--- config.mk ---
export PLATFORM = sky130hd
export DESIGN_NAME = dispatch_top
export DESIGN_NICKNAME = d
export VERILOG_FILES = /design/src/hw/dispatch_pkg.sv /design/src/hw/reg_status_if.sv /design/src/hw/decoder.sv /design/src/hw/reg_status_table.sv /design/src/hw/dispatch_stage.sv /design/src/hw/dispatch_top.sv
export VERILOG_INCLUDE_DIRS = /design/src /design/src/hw
export SDC_FILE = /design/constraint.sdc
export NUM_CORES = 1
export LEC_CHECK = 0
export BUFFER_PORTS_ARGS = -buffer_cell sky130_fd_sc_hd__buf_2
export CELL_PAD_IN_SITES_DETAIL_PLACEMENT = 1
export CELL_PAD_IN_SITES_GLOBAL_PLACEMENT = 1
export CORE_ASPECT_RATIO = 0.8
export CORE_MARGIN = 8
export CORE_UTILIZATION = 42
export DETAILED_ROUTE_END_ITERATION = 16
export PLACE_DENSITY_LB_ADDON = 0.05
export SYNTH_ARGS = -nofsm -noshare
export SYNTH_HDL_FRONTEND = slang
export SYNTH_SLANG_ARGS = --single-unit
--- constraint.sdc ---
create_clock -name CLK -period 4.4 [get_ports CLK]
set_input_delay 0.88 -clock CLK [delete_from_list [all_inputs] [get_ports CLK]]
set_output_delay 0.88 -clock CLK [all_outputs]
set_load 0.005 [all_outputs]
--- src/hw/dispatch_cfg.svh ---
`ifndef DISPATCH_CFG_SVH
`define DISPATCH_CFG_SVH

// register file sizes
`define NUM_SREGS 32
`define NUM_MREGS 16

// register index widths
`define SREG_W 5
`define MREG_W 4

`define INSTR_W 32
`define IMM_W 16

`endif

--- src/hw/dispatch_pkg.sv ---
`include "dispatch_cfg.svh"

package dispatch_pkg;

    typedef enum logic [6:0] {
        OP_ALU    = 7'b0110011,
        OP_LOAD   = 7'b0000011,
        OP_STORE  = 7'b0100011,
        OP_BRANCH = 7'b1100011,
        OP_MLOAD  = 7'b0000111,
        OP_MSTORE = 7'b0100111,
        OP_GEMM   = 7'b1110111
    } opcode_t;

    // scalar units, value doubles as fust_s slot index
    typedef enum logic [1:0] {
        FU_ALU, FU_LD_ST, FU_BRANCH, FU_S_NONE
    } fu_s_t;

    typedef enum logic [1:0] {
        FU_LD_ST_M, FU_GEMM, FU_M_NONE
    } fu_m_t;

    typedef enum logic [1:0] {
        M_NONE, M_LOAD, M_STORE
    } mem_t;

    typedef enum logic [2:0] {
        ALU_ADD, ALU_SUB, ALU_AND, ALU_OR, ALU_XOR, ALU_SLL, ALU_SRL, ALU_SLT
    } alu_op_t;

    typedef enum logic [2:0] {
        BR_EQ, BR_NE, BR_LT, BR_GE, BR_LTU, BR_GEU, BR_JAL, BR_JALR
    } branch_op_t;

    typedef struct packed {
        fu_s_t              fu_s;
        fu_m_t              fu_m;
        mem_t               s_mem_type;
        mem_t               m_mem_type;
        logic               reg_write;  // scalar destination write
        alu_op_t            alu_op;
        branch_op_t         branch_op;
        logic [`IMM_W-1:0]  imm;
    } decode_t;

    typedef struct packed {
        logic busy;
        logic tag;  // 0 alu/gemm, 1 load
    } status_t;

    typedef struct packed {
        logic               busy;
        logic [`SREG_W-1:0] rd;
        logic [`SREG_W-1:0] rs1;
        logic [`SREG_W-1:0] rs2;
        logic               t1;
        logic               t2;
    } fust_s_t;

    // matrix load/store, addresses come from scalar regs
    typedef struct packed {
        logic               busy;
        logic [`MREG_W-1:0] rd;
        logic [`SREG_W-1:0] rs1;
        logic [`SREG_W-1:0] rs2;
        logic               t1;
        logic               t2;
    } fust_m_t;

    typedef struct packed {
        logic               busy;
        logic [`MREG_W-1:0] rd;
        logic [`MREG_W-1:0] rs1;
        logic [`MREG_W-1:0] rs2;
        logic [`MREG_W-1:0] rs3;
        logic               t1;
        logic               t2;
        logic               t3;
    } fust_g_t;

    typedef struct packed {
        fust_s_t [2:0]      fust_s;
        fust_m_t            fust_m;
        fust_g_t            fust_g;
        alu_op_t            alu_op;
        branch_op_t         branch_op;
        logic [`IMM_W-1:0]  imm;
        mem_t               s_mem_type;
        mem_t               m_mem_type;
        logic               s_rw_en;
        logic [`SREG_W-1:0] s_rw;
        logic               m_rw_en;
        logic [`MREG_W-1:0] m_rw;
    } dispatch_t;

endpackage

--- src/hw/reg_status_if.sv ---
`timescale 1ns/1ns

interface reg_status_if #(
    parameter int NREGS = 32
);
    import dispatch_pkg::*;

    localparam int SEL_W = $clog2(NREGS);

    // set from dispatch
    logic             di_write;
    logic [SEL_W-1:0] di_sel;
    logic             di_tag;

    // clear from writeback commit
    logic             wb_write;
    logic [SEL_W-1:0] wb_sel;

    status_t [NREGS-1:0] status;

    modport disp (
        output di_write, di_sel, di_tag, wb_write, wb_sel,
        input  status
    );

    modport tbl (
        input  di_write, di_sel, di_tag, wb_write, wb_sel,
        output status
    );

endinterface

--- src/hw/decoder.sv ---
`timescale 1ns/1ns
`include "dispatch_cfg.svh"

module decoder (
    input  logic [`INSTR_W-1:0] instr,
    output dispatch_pkg::decode_t dec
);
    import dispatch_pkg::*;

    opcode_t op;

    assign op = opcode_t'(instr[6:0]);

    always_comb begin
        // unknown opcodes fall through as a nop
        dec.fu_s       = FU_S_NONE;
        dec.fu_m       = FU_M_NONE;
        dec.s_mem_type = M_NONE;
        dec.m_mem_type = M_NONE;
        dec.reg_write  = 1'b0;
        dec.alu_op     = alu_op_t'(instr[14:12]);     // funct3
        dec.branch_op  = branch_op_t'(instr[14:12]);
        dec.imm        = instr[`IMM_W-1:0];

        case (op)
            OP_ALU: begin
                dec.fu_s      = FU_ALU;
                dec.reg_write = 1'b1;
            end
            OP_LOAD: begin
                dec.fu_s       = FU_LD_ST;
                dec.s_mem_type = M_LOAD;
                dec.reg_write  = 1'b1;
            end
            OP_STORE: begin
                dec.fu_s       = FU_LD_ST;
                dec.s_mem_type = M_STORE;
            end
            OP_BRANCH: begin
                dec.fu_s = FU_BRANCH;
            end
            OP_MLOAD: begin
                dec.fu_m       = FU_LD_ST_M;
                dec.m_mem_type = M_LOAD;   // writes a matrix reg
            end
            OP_MSTORE: begin
                dec.fu_m       = FU_LD_ST_M;
                dec.m_mem_type = M_STORE;
            end
            OP_GEMM: begin
                dec.fu_m = FU_GEMM;
            end
            default: begin
                dec.fu_s = FU_S_NONE;
                dec.fu_m = FU_M_NONE;
            end
        endcase
    end

endmodule

--- src/hw/reg_status_table.sv ---
`timescale 1ns/1ns

module reg_status_table #(
    parameter int NREGS = 32
) (
    input logic CLK,
    input logic nRST,
    reg_status_if.tbl rs
);
    import dispatch_pkg::*;

    status_t [NREGS-1:0] entries;

    assign rs.status = entries;

    always_ff @(posedge CLK, negedge nRST) begin
        if (!nRST) begin
            entries <= '0;
        end else begin
            if (rs.wb_write) begin
                entries[rs.wb_sel] <= '0;
            end
            // set comes last so it wins over a clear to the same reg
            if (rs.di_write) begin
                entries[rs.di_sel].busy <= 1'b1;
                entries[rs.di_sel].tag  <= rs.di_tag;
            end
        end
    end

    // dispatch must have caught the WAW before setting
    a_no_waw_set: assert property (
        @(posedge CLK) disable iff (!nRST)
        rs.di_write |-> !entries[rs.di_sel].busy
    );

endmodule

--- src/hw/dispatch_stage.sv ---
`timescale 1ns/1ns
`include "dispatch_cfg.svh"

module dispatch_stage (
    input  logic                   CLK,
    input  logic                   nRST,
    input  logic [`INSTR_W-1:0]    instr,
    input  logic                   ihit,
    input  logic                   freeze,
    input  logic                   flush,
    input  logic [2:0]             fu_busy_s,
    input  logic [1:0]             fu_busy_m,
    input  logic                   srw_en,
    input  logic [`SREG_W-1:0]     srw,
    input  logic                   mrw_en,
    input  logic [`MREG_W-1:0]     mrw,
    output dispatch_pkg::dispatch_t out,
    output logic                   stall,
    reg_status_if.disp             srs,
    reg_status_if.disp             mrs
);
    import dispatch_pkg::*;

    decode_t dec;
    dispatch_t rec;

    logic [`SREG_W-1:0] s_rd, s_rs1, s_rs2;
    logic [`MREG_W-1:0] m_rd, m_rs1, m_rs2, m_rs3;

    logic s_busy, m_busy, waw, hazard;
    logic m_write;
    logic flush_hit, advance;

    decoder u_dec (
        .instr (instr),
        .dec   (dec)
    );

    assign s_rd  = instr[11:7];
    assign s_rs1 = instr[19:15];
    assign s_rs2 = instr[24:20];
    assign m_rd  = instr[31:28];
    assign m_rs1 = instr[27:24];
    assign m_rs2 = instr[23:20];
    assign m_rs3 = instr[19:16];

    assign m_write = (dec.m_mem_type == M_LOAD) || (dec.fu_m == FU_GEMM);

    // structural hazards
    assign s_busy = (dec.fu_s != FU_S_NONE) && fu_busy_s[dec.fu_s];
    assign m_busy = (dec.fu_m != FU_M_NONE) && fu_busy_m[dec.fu_m[0]];

    always_comb begin
        if (m_write) begin
            waw = mrs.status[m_rd].busy;
        end else if (dec.reg_write) begin
            waw = srs.status[s_rd].busy;
        end else begin
            waw = 1'b0;
        end
    end

    assign hazard    = s_busy | m_busy | waw;
    assign stall     = hazard;
    assign flush_hit = flush & ihit;
    assign advance   = ihit & ~flush_hit & ~freeze & ~hazard;

    // table sets only on a real advance
    assign srs.di_write = advance & dec.reg_write;
    assign srs.di_sel   = s_rd;
    assign srs.di_tag   = (dec.s_mem_type == M_LOAD);
    assign mrs.di_write = advance & m_write;
    assign mrs.di_sel   = m_rd;
    assign mrs.di_tag   = (dec.m_mem_type == M_LOAD);

    // commits are never held back
    assign srs.wb_write = srw_en;
    assign srs.wb_sel   = srw;
    assign mrs.wb_write = mrw_en;
    assign mrs.wb_sel   = mrw;

    always_comb begin
        rec = '0;

        if (dec.fu_s != FU_S_NONE) begin
            rec.fust_s[dec.fu_s].busy = 1'b1;
            rec.fust_s[dec.fu_s].rd   = s_rd;
            rec.fust_s[dec.fu_s].rs1  = s_rs1;
            rec.fust_s[dec.fu_s].rs2  = s_rs2;
            rec.fust_s[dec.fu_s].t1   = srs.status[s_rs1].tag;
            rec.fust_s[dec.fu_s].t2   = srs.status[s_rs2].tag;
        end

        if (dec.fu_m == FU_LD_ST_M) begin
            rec.fust_m.busy = 1'b1;
            rec.fust_m.rd   = m_rd;
            rec.fust_m.rs1  = s_rs1;   // scalar address regs
            rec.fust_m.rs2  = s_rs2;
            rec.fust_m.t1   = srs.status[s_rs1].tag;
            rec.fust_m.t2   = srs.status[s_rs2].tag;
        end else if (dec.fu_m == FU_GEMM) begin
            rec.fust_g.busy = 1'b1;
            rec.fust_g.rd   = m_rd;
            rec.fust_g.rs1  = m_rs1;
            rec.fust_g.rs2  = m_rs2;
            rec.fust_g.rs3  = m_rs3;
            rec.fust_g.t1   = mrs.status[m_rs1].tag;
            rec.fust_g.t2   = mrs.status[m_rs2].tag;
            rec.fust_g.t3   = mrs.status[m_rs3].tag;
        end

        rec.alu_op     = dec.alu_op;
        rec.branch_op  = dec.branch_op;
        rec.imm        = dec.imm;
        rec.s_mem_type = dec.s_mem_type;
        rec.m_mem_type = dec.m_mem_type;

        rec.s_rw_en = dec.reg_write;
        rec.s_rw    = s_rd;
        rec.m_rw_en = m_write;
        rec.m_rw    = m_rd;
    end

    always_ff @(posedge CLK, negedge nRST) begin
        if (!nRST) begin
            out <= '0;
        end else if (flush_hit) begin
            out <= '0;
        end else if (freeze || hazard) begin
            out <= out;
        end else if (ihit) begin
            out <= rec;
        end
    end

    // at most one unit slot per record, scalar or matrix
    a_one_slot: assert property (
        @(posedge CLK) disable iff (!nRST)
        $onehot0({out.fust_s[2].busy, out.fust_s[1].busy, out.fust_s[0].busy,
                  out.fust_m.busy, out.fust_g.busy})
    );

endmodule

--- src/hw/dispatch_top.sv ---
`timescale 1ns/1ns
`include "dispatch_cfg.svh"

module dispatch_top (
    input  logic                    CLK,
    input  logic                    nRST,
    input  logic [`INSTR_W-1:0]     instr,
    input  logic                    ihit,
    input  logic                    freeze,
    input  logic                    flush,
    input  logic [2:0]              fu_busy_s,
    input  logic [1:0]              fu_busy_m,
    input  logic                    srw_en,
    input  logic [`SREG_W-1:0]      srw,
    input  logic                    mrw_en,
    input  logic [`MREG_W-1:0]      mrw,
    output dispatch_pkg::dispatch_t out,
    output logic                    stall
);
    import dispatch_pkg::*;

    reg_status_if #(.NREGS(`NUM_SREGS)) srsif ();
    reg_status_if #(.NREGS(`NUM_MREGS)) mrsif ();

    dispatch_stage u_stage (
        .CLK       (CLK),
        .nRST      (nRST),
        .instr     (instr),
        .ihit      (ihit),
        .freeze    (freeze),
        .flush     (flush),
        .fu_busy_s (fu_busy_s),
        .fu_busy_m (fu_busy_m),
        .srw_en    (srw_en),
        .srw       (srw),
        .mrw_en    (mrw_en),
        .mrw       (mrw),
        .out       (out),
        .stall     (stall),
        .srs       (srsif.disp),
        .mrs       (mrsif.disp)
    );

    reg_status_table #(.NREGS(`NUM_SREGS)) u_srst (  // scalar regs
        .CLK  (CLK),
        .nRST (nRST),
        .rs   (srsif.tbl)
    );

    reg_status_table #(.NREGS(`NUM_MREGS)) u_mrst (  // matrix regs
        .CLK  (CLK),
        .nRST (nRST),
        .rs   (mrsif.tbl)
    );

endmodule

==> impl_results.rst <==
.. list-table::
   :header-rows: 1

   * - Metric
     - Value
   * - Run status
     - finished clean
   * - Cell Count Post-Placement
     - 1460
   * - Adder-Cell Fraction of Synth Area
     - 0%
   * - PostCTS Resize Cnt
     - 0
   * - Area added between synthesis and finish
     - 17.82%
   * - Clock slew seen by the registers of the worst setup and hold paths
     - ~0.060 ns
   * - 1st-iter DRT viols
     - 794
   * - Root buffer selected by CTS
     - sky130_fd_sc_hd__clkbuf_16
   * - Largest fanout on the critical path
     - 13
   * - Biggest cell delay along the critical path
     - between 0.4 and 0.5 ns
   * - Share of the cycle needed by the critical path after routing
     - between 80% and 90%
   * - Mean area per synthesized cell
     - 10.69 sq um
   * - Clock latency of the later-clocked register in the worst-skew pair
     - 0.53 ns
   * - Input/output buffers
     - 181
   * - Power share of the combinational group
     - 7.8%
   * - Cell at the slowest stage of the critical path
     - sky130_fd_sc_hd__o41ai_2
   * - Crit-path cells
     - buf_2 > buf_4 > mux2i_1 > o32ai_1 > o41ai_2 > buf_4 > a21oi_4 > a21oi_1 > nand2_1 > buf_2
   * - Count of yosys warnings during synthesis
     - 0
   * - Reg-to-reg startpoint
     - u_srst.rs.status[15]$_DFF_PN0_
   * - Floorplan die height
     - about 160 microns
   * - Primary FF master, synth
     - sky130_fd_sc_hd__dfrtp_1
   * - Post-route insts no fill
     - 1503
   * - Worst hold path type
     - primary input to async pin
   * - First-pass DRT Iterations
     - 5
   * - Net count reported at finish
     - 1188
   * - Global Route Usage Sum
     - 24.64%
   * - Maximum buffer depth of the clock tree
     - 3
   * - Detail Placement HPWL
     - 27380 microns
   * - Power Density
     - 352.3 nW/um^2
   * - Buf+Inv Stages, Crit Path
     - 4
   * - Leakage power summed over all cells
     - 6.021 nW
   * - Gate Count Post-Synth
     - 1021
   * - Initial core utilization
     - about 43%
   * - Remaining antenna violation count after routing
     - 0
   * - Count of endpoints failing setup in the final report
     - 0
   * - Row count
     - 52
   * - Setup repair bufs after CTS
     - 0
   * - Proportion of synthesized flip-flops having asynchronous set or reset
     - 100.0%
   * - Number of buffers created by CTS
     - 24
   * - Clock period minus worst slack
     - 3.835 ns
   * - Drc violations
     - 0
   * - Floorplan Core Area
     - 25440 sq um
   * - Floorplan die area
     - between 30000 and 40000 sq um
   * - Overflow after GRT
     - 0
   * - Number of synthesized register bits
     - 213
   * - Utilization after layout
     - 50.55%
   * - Number of global-route vias before repair
     - 9722
   * - Worst Tran Pin Value
     - 1.047 ns
   * - Max frequency
     - 0.2608 GHz
   * - Worst reg-to-reg setup slack
     - 1.56 ns
   * - CP Depth
     - 10
   * - Via-per-instance ratio
     - 6.148
   * - Clock Skew
     - between 0.015 and 0.02 ns
   * - Int Pwr
     - 0.003421 W
   * - Proportion of synthesized area in mux cells
     - about an eighth
   * - Number of antenna violations at the first check in global routing
     - 0
   * - Number of hold violations in the final report
     - 0
   * - Clock Power Share
     - 48.3%
   * - Endpoint of the lowest-slack register-to-register path
     - u_stage.out[15]$_DFFE_PN0P_
   * - Simple-gate area share of the yosys netlist
     - approximately 16%
   * - Via count
     - between 9k and 10k
   * - Number of I/O pins
     - 182
   * - Kind of end point of the critical path
     - output pin
   * - First-pass GRT wire length
     - 61510 microns
   * - Worst reg2reg path depth
     - 8
   * - # diodes
     - 0
   * - Category of the most critical setup path
     - primary input to output pin
   * - Area of the mapped netlist
     - 10910 sq um
   * - VDD IR-drop max
     - 0.0002694 V
   * - H-tree depth reported by CTS
     - 1
   * - Maxcap violations
     - 0
   * - Net switching power of the design
     - 0.001108 W
   * - Complex-gate fraction of the synthesized area
     - 16.82%
   * - Count of unique library cells instantiated by Yosys
     - 48
   * - Wire length after detailed routing
     - 39040 microns
   * - Routability cong.
     - 0.8370
   * - Clock tree from TritonCTS
     - done
   * - Family with the most delay on the worst path
     - buffers and inverters
   * - Fillers
     - 2758
   * - Synthesized netlist net count
     - 1074
   * - Number of enable flip-flop cells after synthesis
     - 0
   * - Number of sinks on the clock net
     - about 210
   * - Worst slew margin
     - 30.06%
   * - Startpoint Class
     - primary input
   * - Detail-routed net length per standard cell
     - between 20 and 30 microns
   * - Dominant combinational cell family by area after synthesis
     - compound AO/OA/AOI/OAI gates
   * - Power Total
     - 0.004530 W
   * - Switching Share
     - 24.47%
   * - Power share of the sequential group
     - 43.9%
   * - Required time at the worst-slack endpoint
     - between 3 and 4 ns
   * - Synth Area in XOR/XNOR
     - 0.08025%
   * - Setup TNS Final
     - 0 ns
   * - Sequential cell area fraction in the yosys report
     - 48.84%
   * - Share of final-layout standard cells stronger than drive strength 1
     - 30.38%
   * - RSZ-0062 raised after global routing
     - false
   * - Total count of max-transition violations in the final report
     - 0
   * - Data arrival at the endpoint of the critical path
     - 2.95 ns
   * - Maximum number of pins on one net before global-route repair
     - roughly 100
   * - Post-CTS Hold Fix Bufs
     - 0
   * - Chip Width
     - 196.2 microns
## final cells by class
type / instances / area, sq um / area share, %
tap: 351 / 439.2 / 3.415
sequential: 213 / 5330 / 41.45
inverter: 7 / 26.28 / 0.2043
clock inverter: 12 / 200.2 / 1.557
timing repair buffer: 203 / 1130 / 8.787
clock buffer: 31 / 656.9 / 5.108
multi-input combinational: 686 / 5076 / 39.48
## cells by family after synthesis
kind of cell | count (synthesis)
xor+xnor | 1
simple gates | 349
compound gates | 237
flops | 213
buf+inv | 122
mux | 99
## power by group through the flow
stage	clock network, W	registers [W]	logic [W]
after floorplan	0	0.00202	0.000188
after global placement	0	0.00202	0.000350
after detailed placement	0	0.00202	0.000353
after CTS	0.00223	0.00199	0.000354
after global routing	0.00230	0.00199	0.000383
final	0.00219	0.00199	0.000351
## layer usage
metal | global-route usage, % | vias up | part of all wire (%)
met5 | 0 | - | 0
met4 | 5.435 | 0 | 2.0
met3 | 4.474 | 49 | 5.4
met2 | 37.96 | 224 | 45
met1 | 35.64 | 4852 | 48
li1 | - | 4115 | -
## cells in the mapped netlist, drive strengths merged (2+ instances only)
cell type,instances,area (sq um)
nor2,10,37.54
nand3b,4,30.03
buf,34,212.7
nand2b,8,50.05
mux4,35,788.3
or2,4,25.03
o32ai,4,35.03
inv,6,22.52
o211ai,55,412.9
a32o,27,270.3
dfrtp,213,5330
nand4b,11,96.34
a21oi,5,28.78
nand4bb,4,45.04
and2,2,12.51
nand3,36,180.2
nor4,55,344.1
nor3b,5,37.54
mux2i,58,580.6
clkbuf,81,304.0
or4,2,15.01
nor3,8,40.04
and3,3,18.77
a31o,54,473.0
o21ai,42,210.2
or3,5,31.28
mux2,6,67.56
and3b,4,35.03
or3b,2,17.52
o31ai,45,342.8
nand2,170,638.1
nand4,9,56.30
nor2b,5,31.28
## cell usage in the layout, fill, tap and decap left out, types with 36 or more instances in the layout
master,Yosys,final
sky130_fd_sc_hd__nand2_1,170,168
sky130_fd_sc_hd__mux2i_1,58,58
sky130_fd_sc_hd__a31o_2,54,54
sky130_fd_sc_hd__buf_2,11,180
sky130_fd_sc_hd__nand3_1,36,36
sky130_fd_sc_hd__o211ai_1,55,55
sky130_fd_sc_hd__o21ai_0,42,42
sky130_fd_sc_hd__dfrtp_1,213,213
sky130_fd_sc_hd__o31ai_1,44,44
sky130_fd_sc_hd__nor4_1,55,55
## flip-flops by register name, indices dropped and copies added, names as in the netlist
signal,flops
u_stage.out,117
u_mrst.rs.status,32
u_srst.rs.status,64
## metrics by stage
step / worst slack, ns / instance area [sq um] / hold WS (ns)
6_report: 0.5651 / 12860 / 0.4556
5_1_grt: 0.4590 / 12860 / 0.4804
4_1_cts: 0.5721 / 12860 / 0.4730
3_5_place_dp: 0.6040 / 12000 / 0.4596
3_3_place_gp: 0.5842 / 12000 / 0.4485
2_1_floorplan: 0.7634 / 10910 / 0.4324
## worst max-delay path by stage
stage | start | end | slack, ns
global route | instr[7] | stall | 0.46
CTS | instr[7] | stall | 0.57
global placement | instr[7] | stall | 0.58
floorplan | instr[8] | stall | 0.76
detailed placement | instr[7] | stall | 0.60
finish | instr[7] | stall | 0.57
No activity file was read; power rests on OpenSTA's default activity.
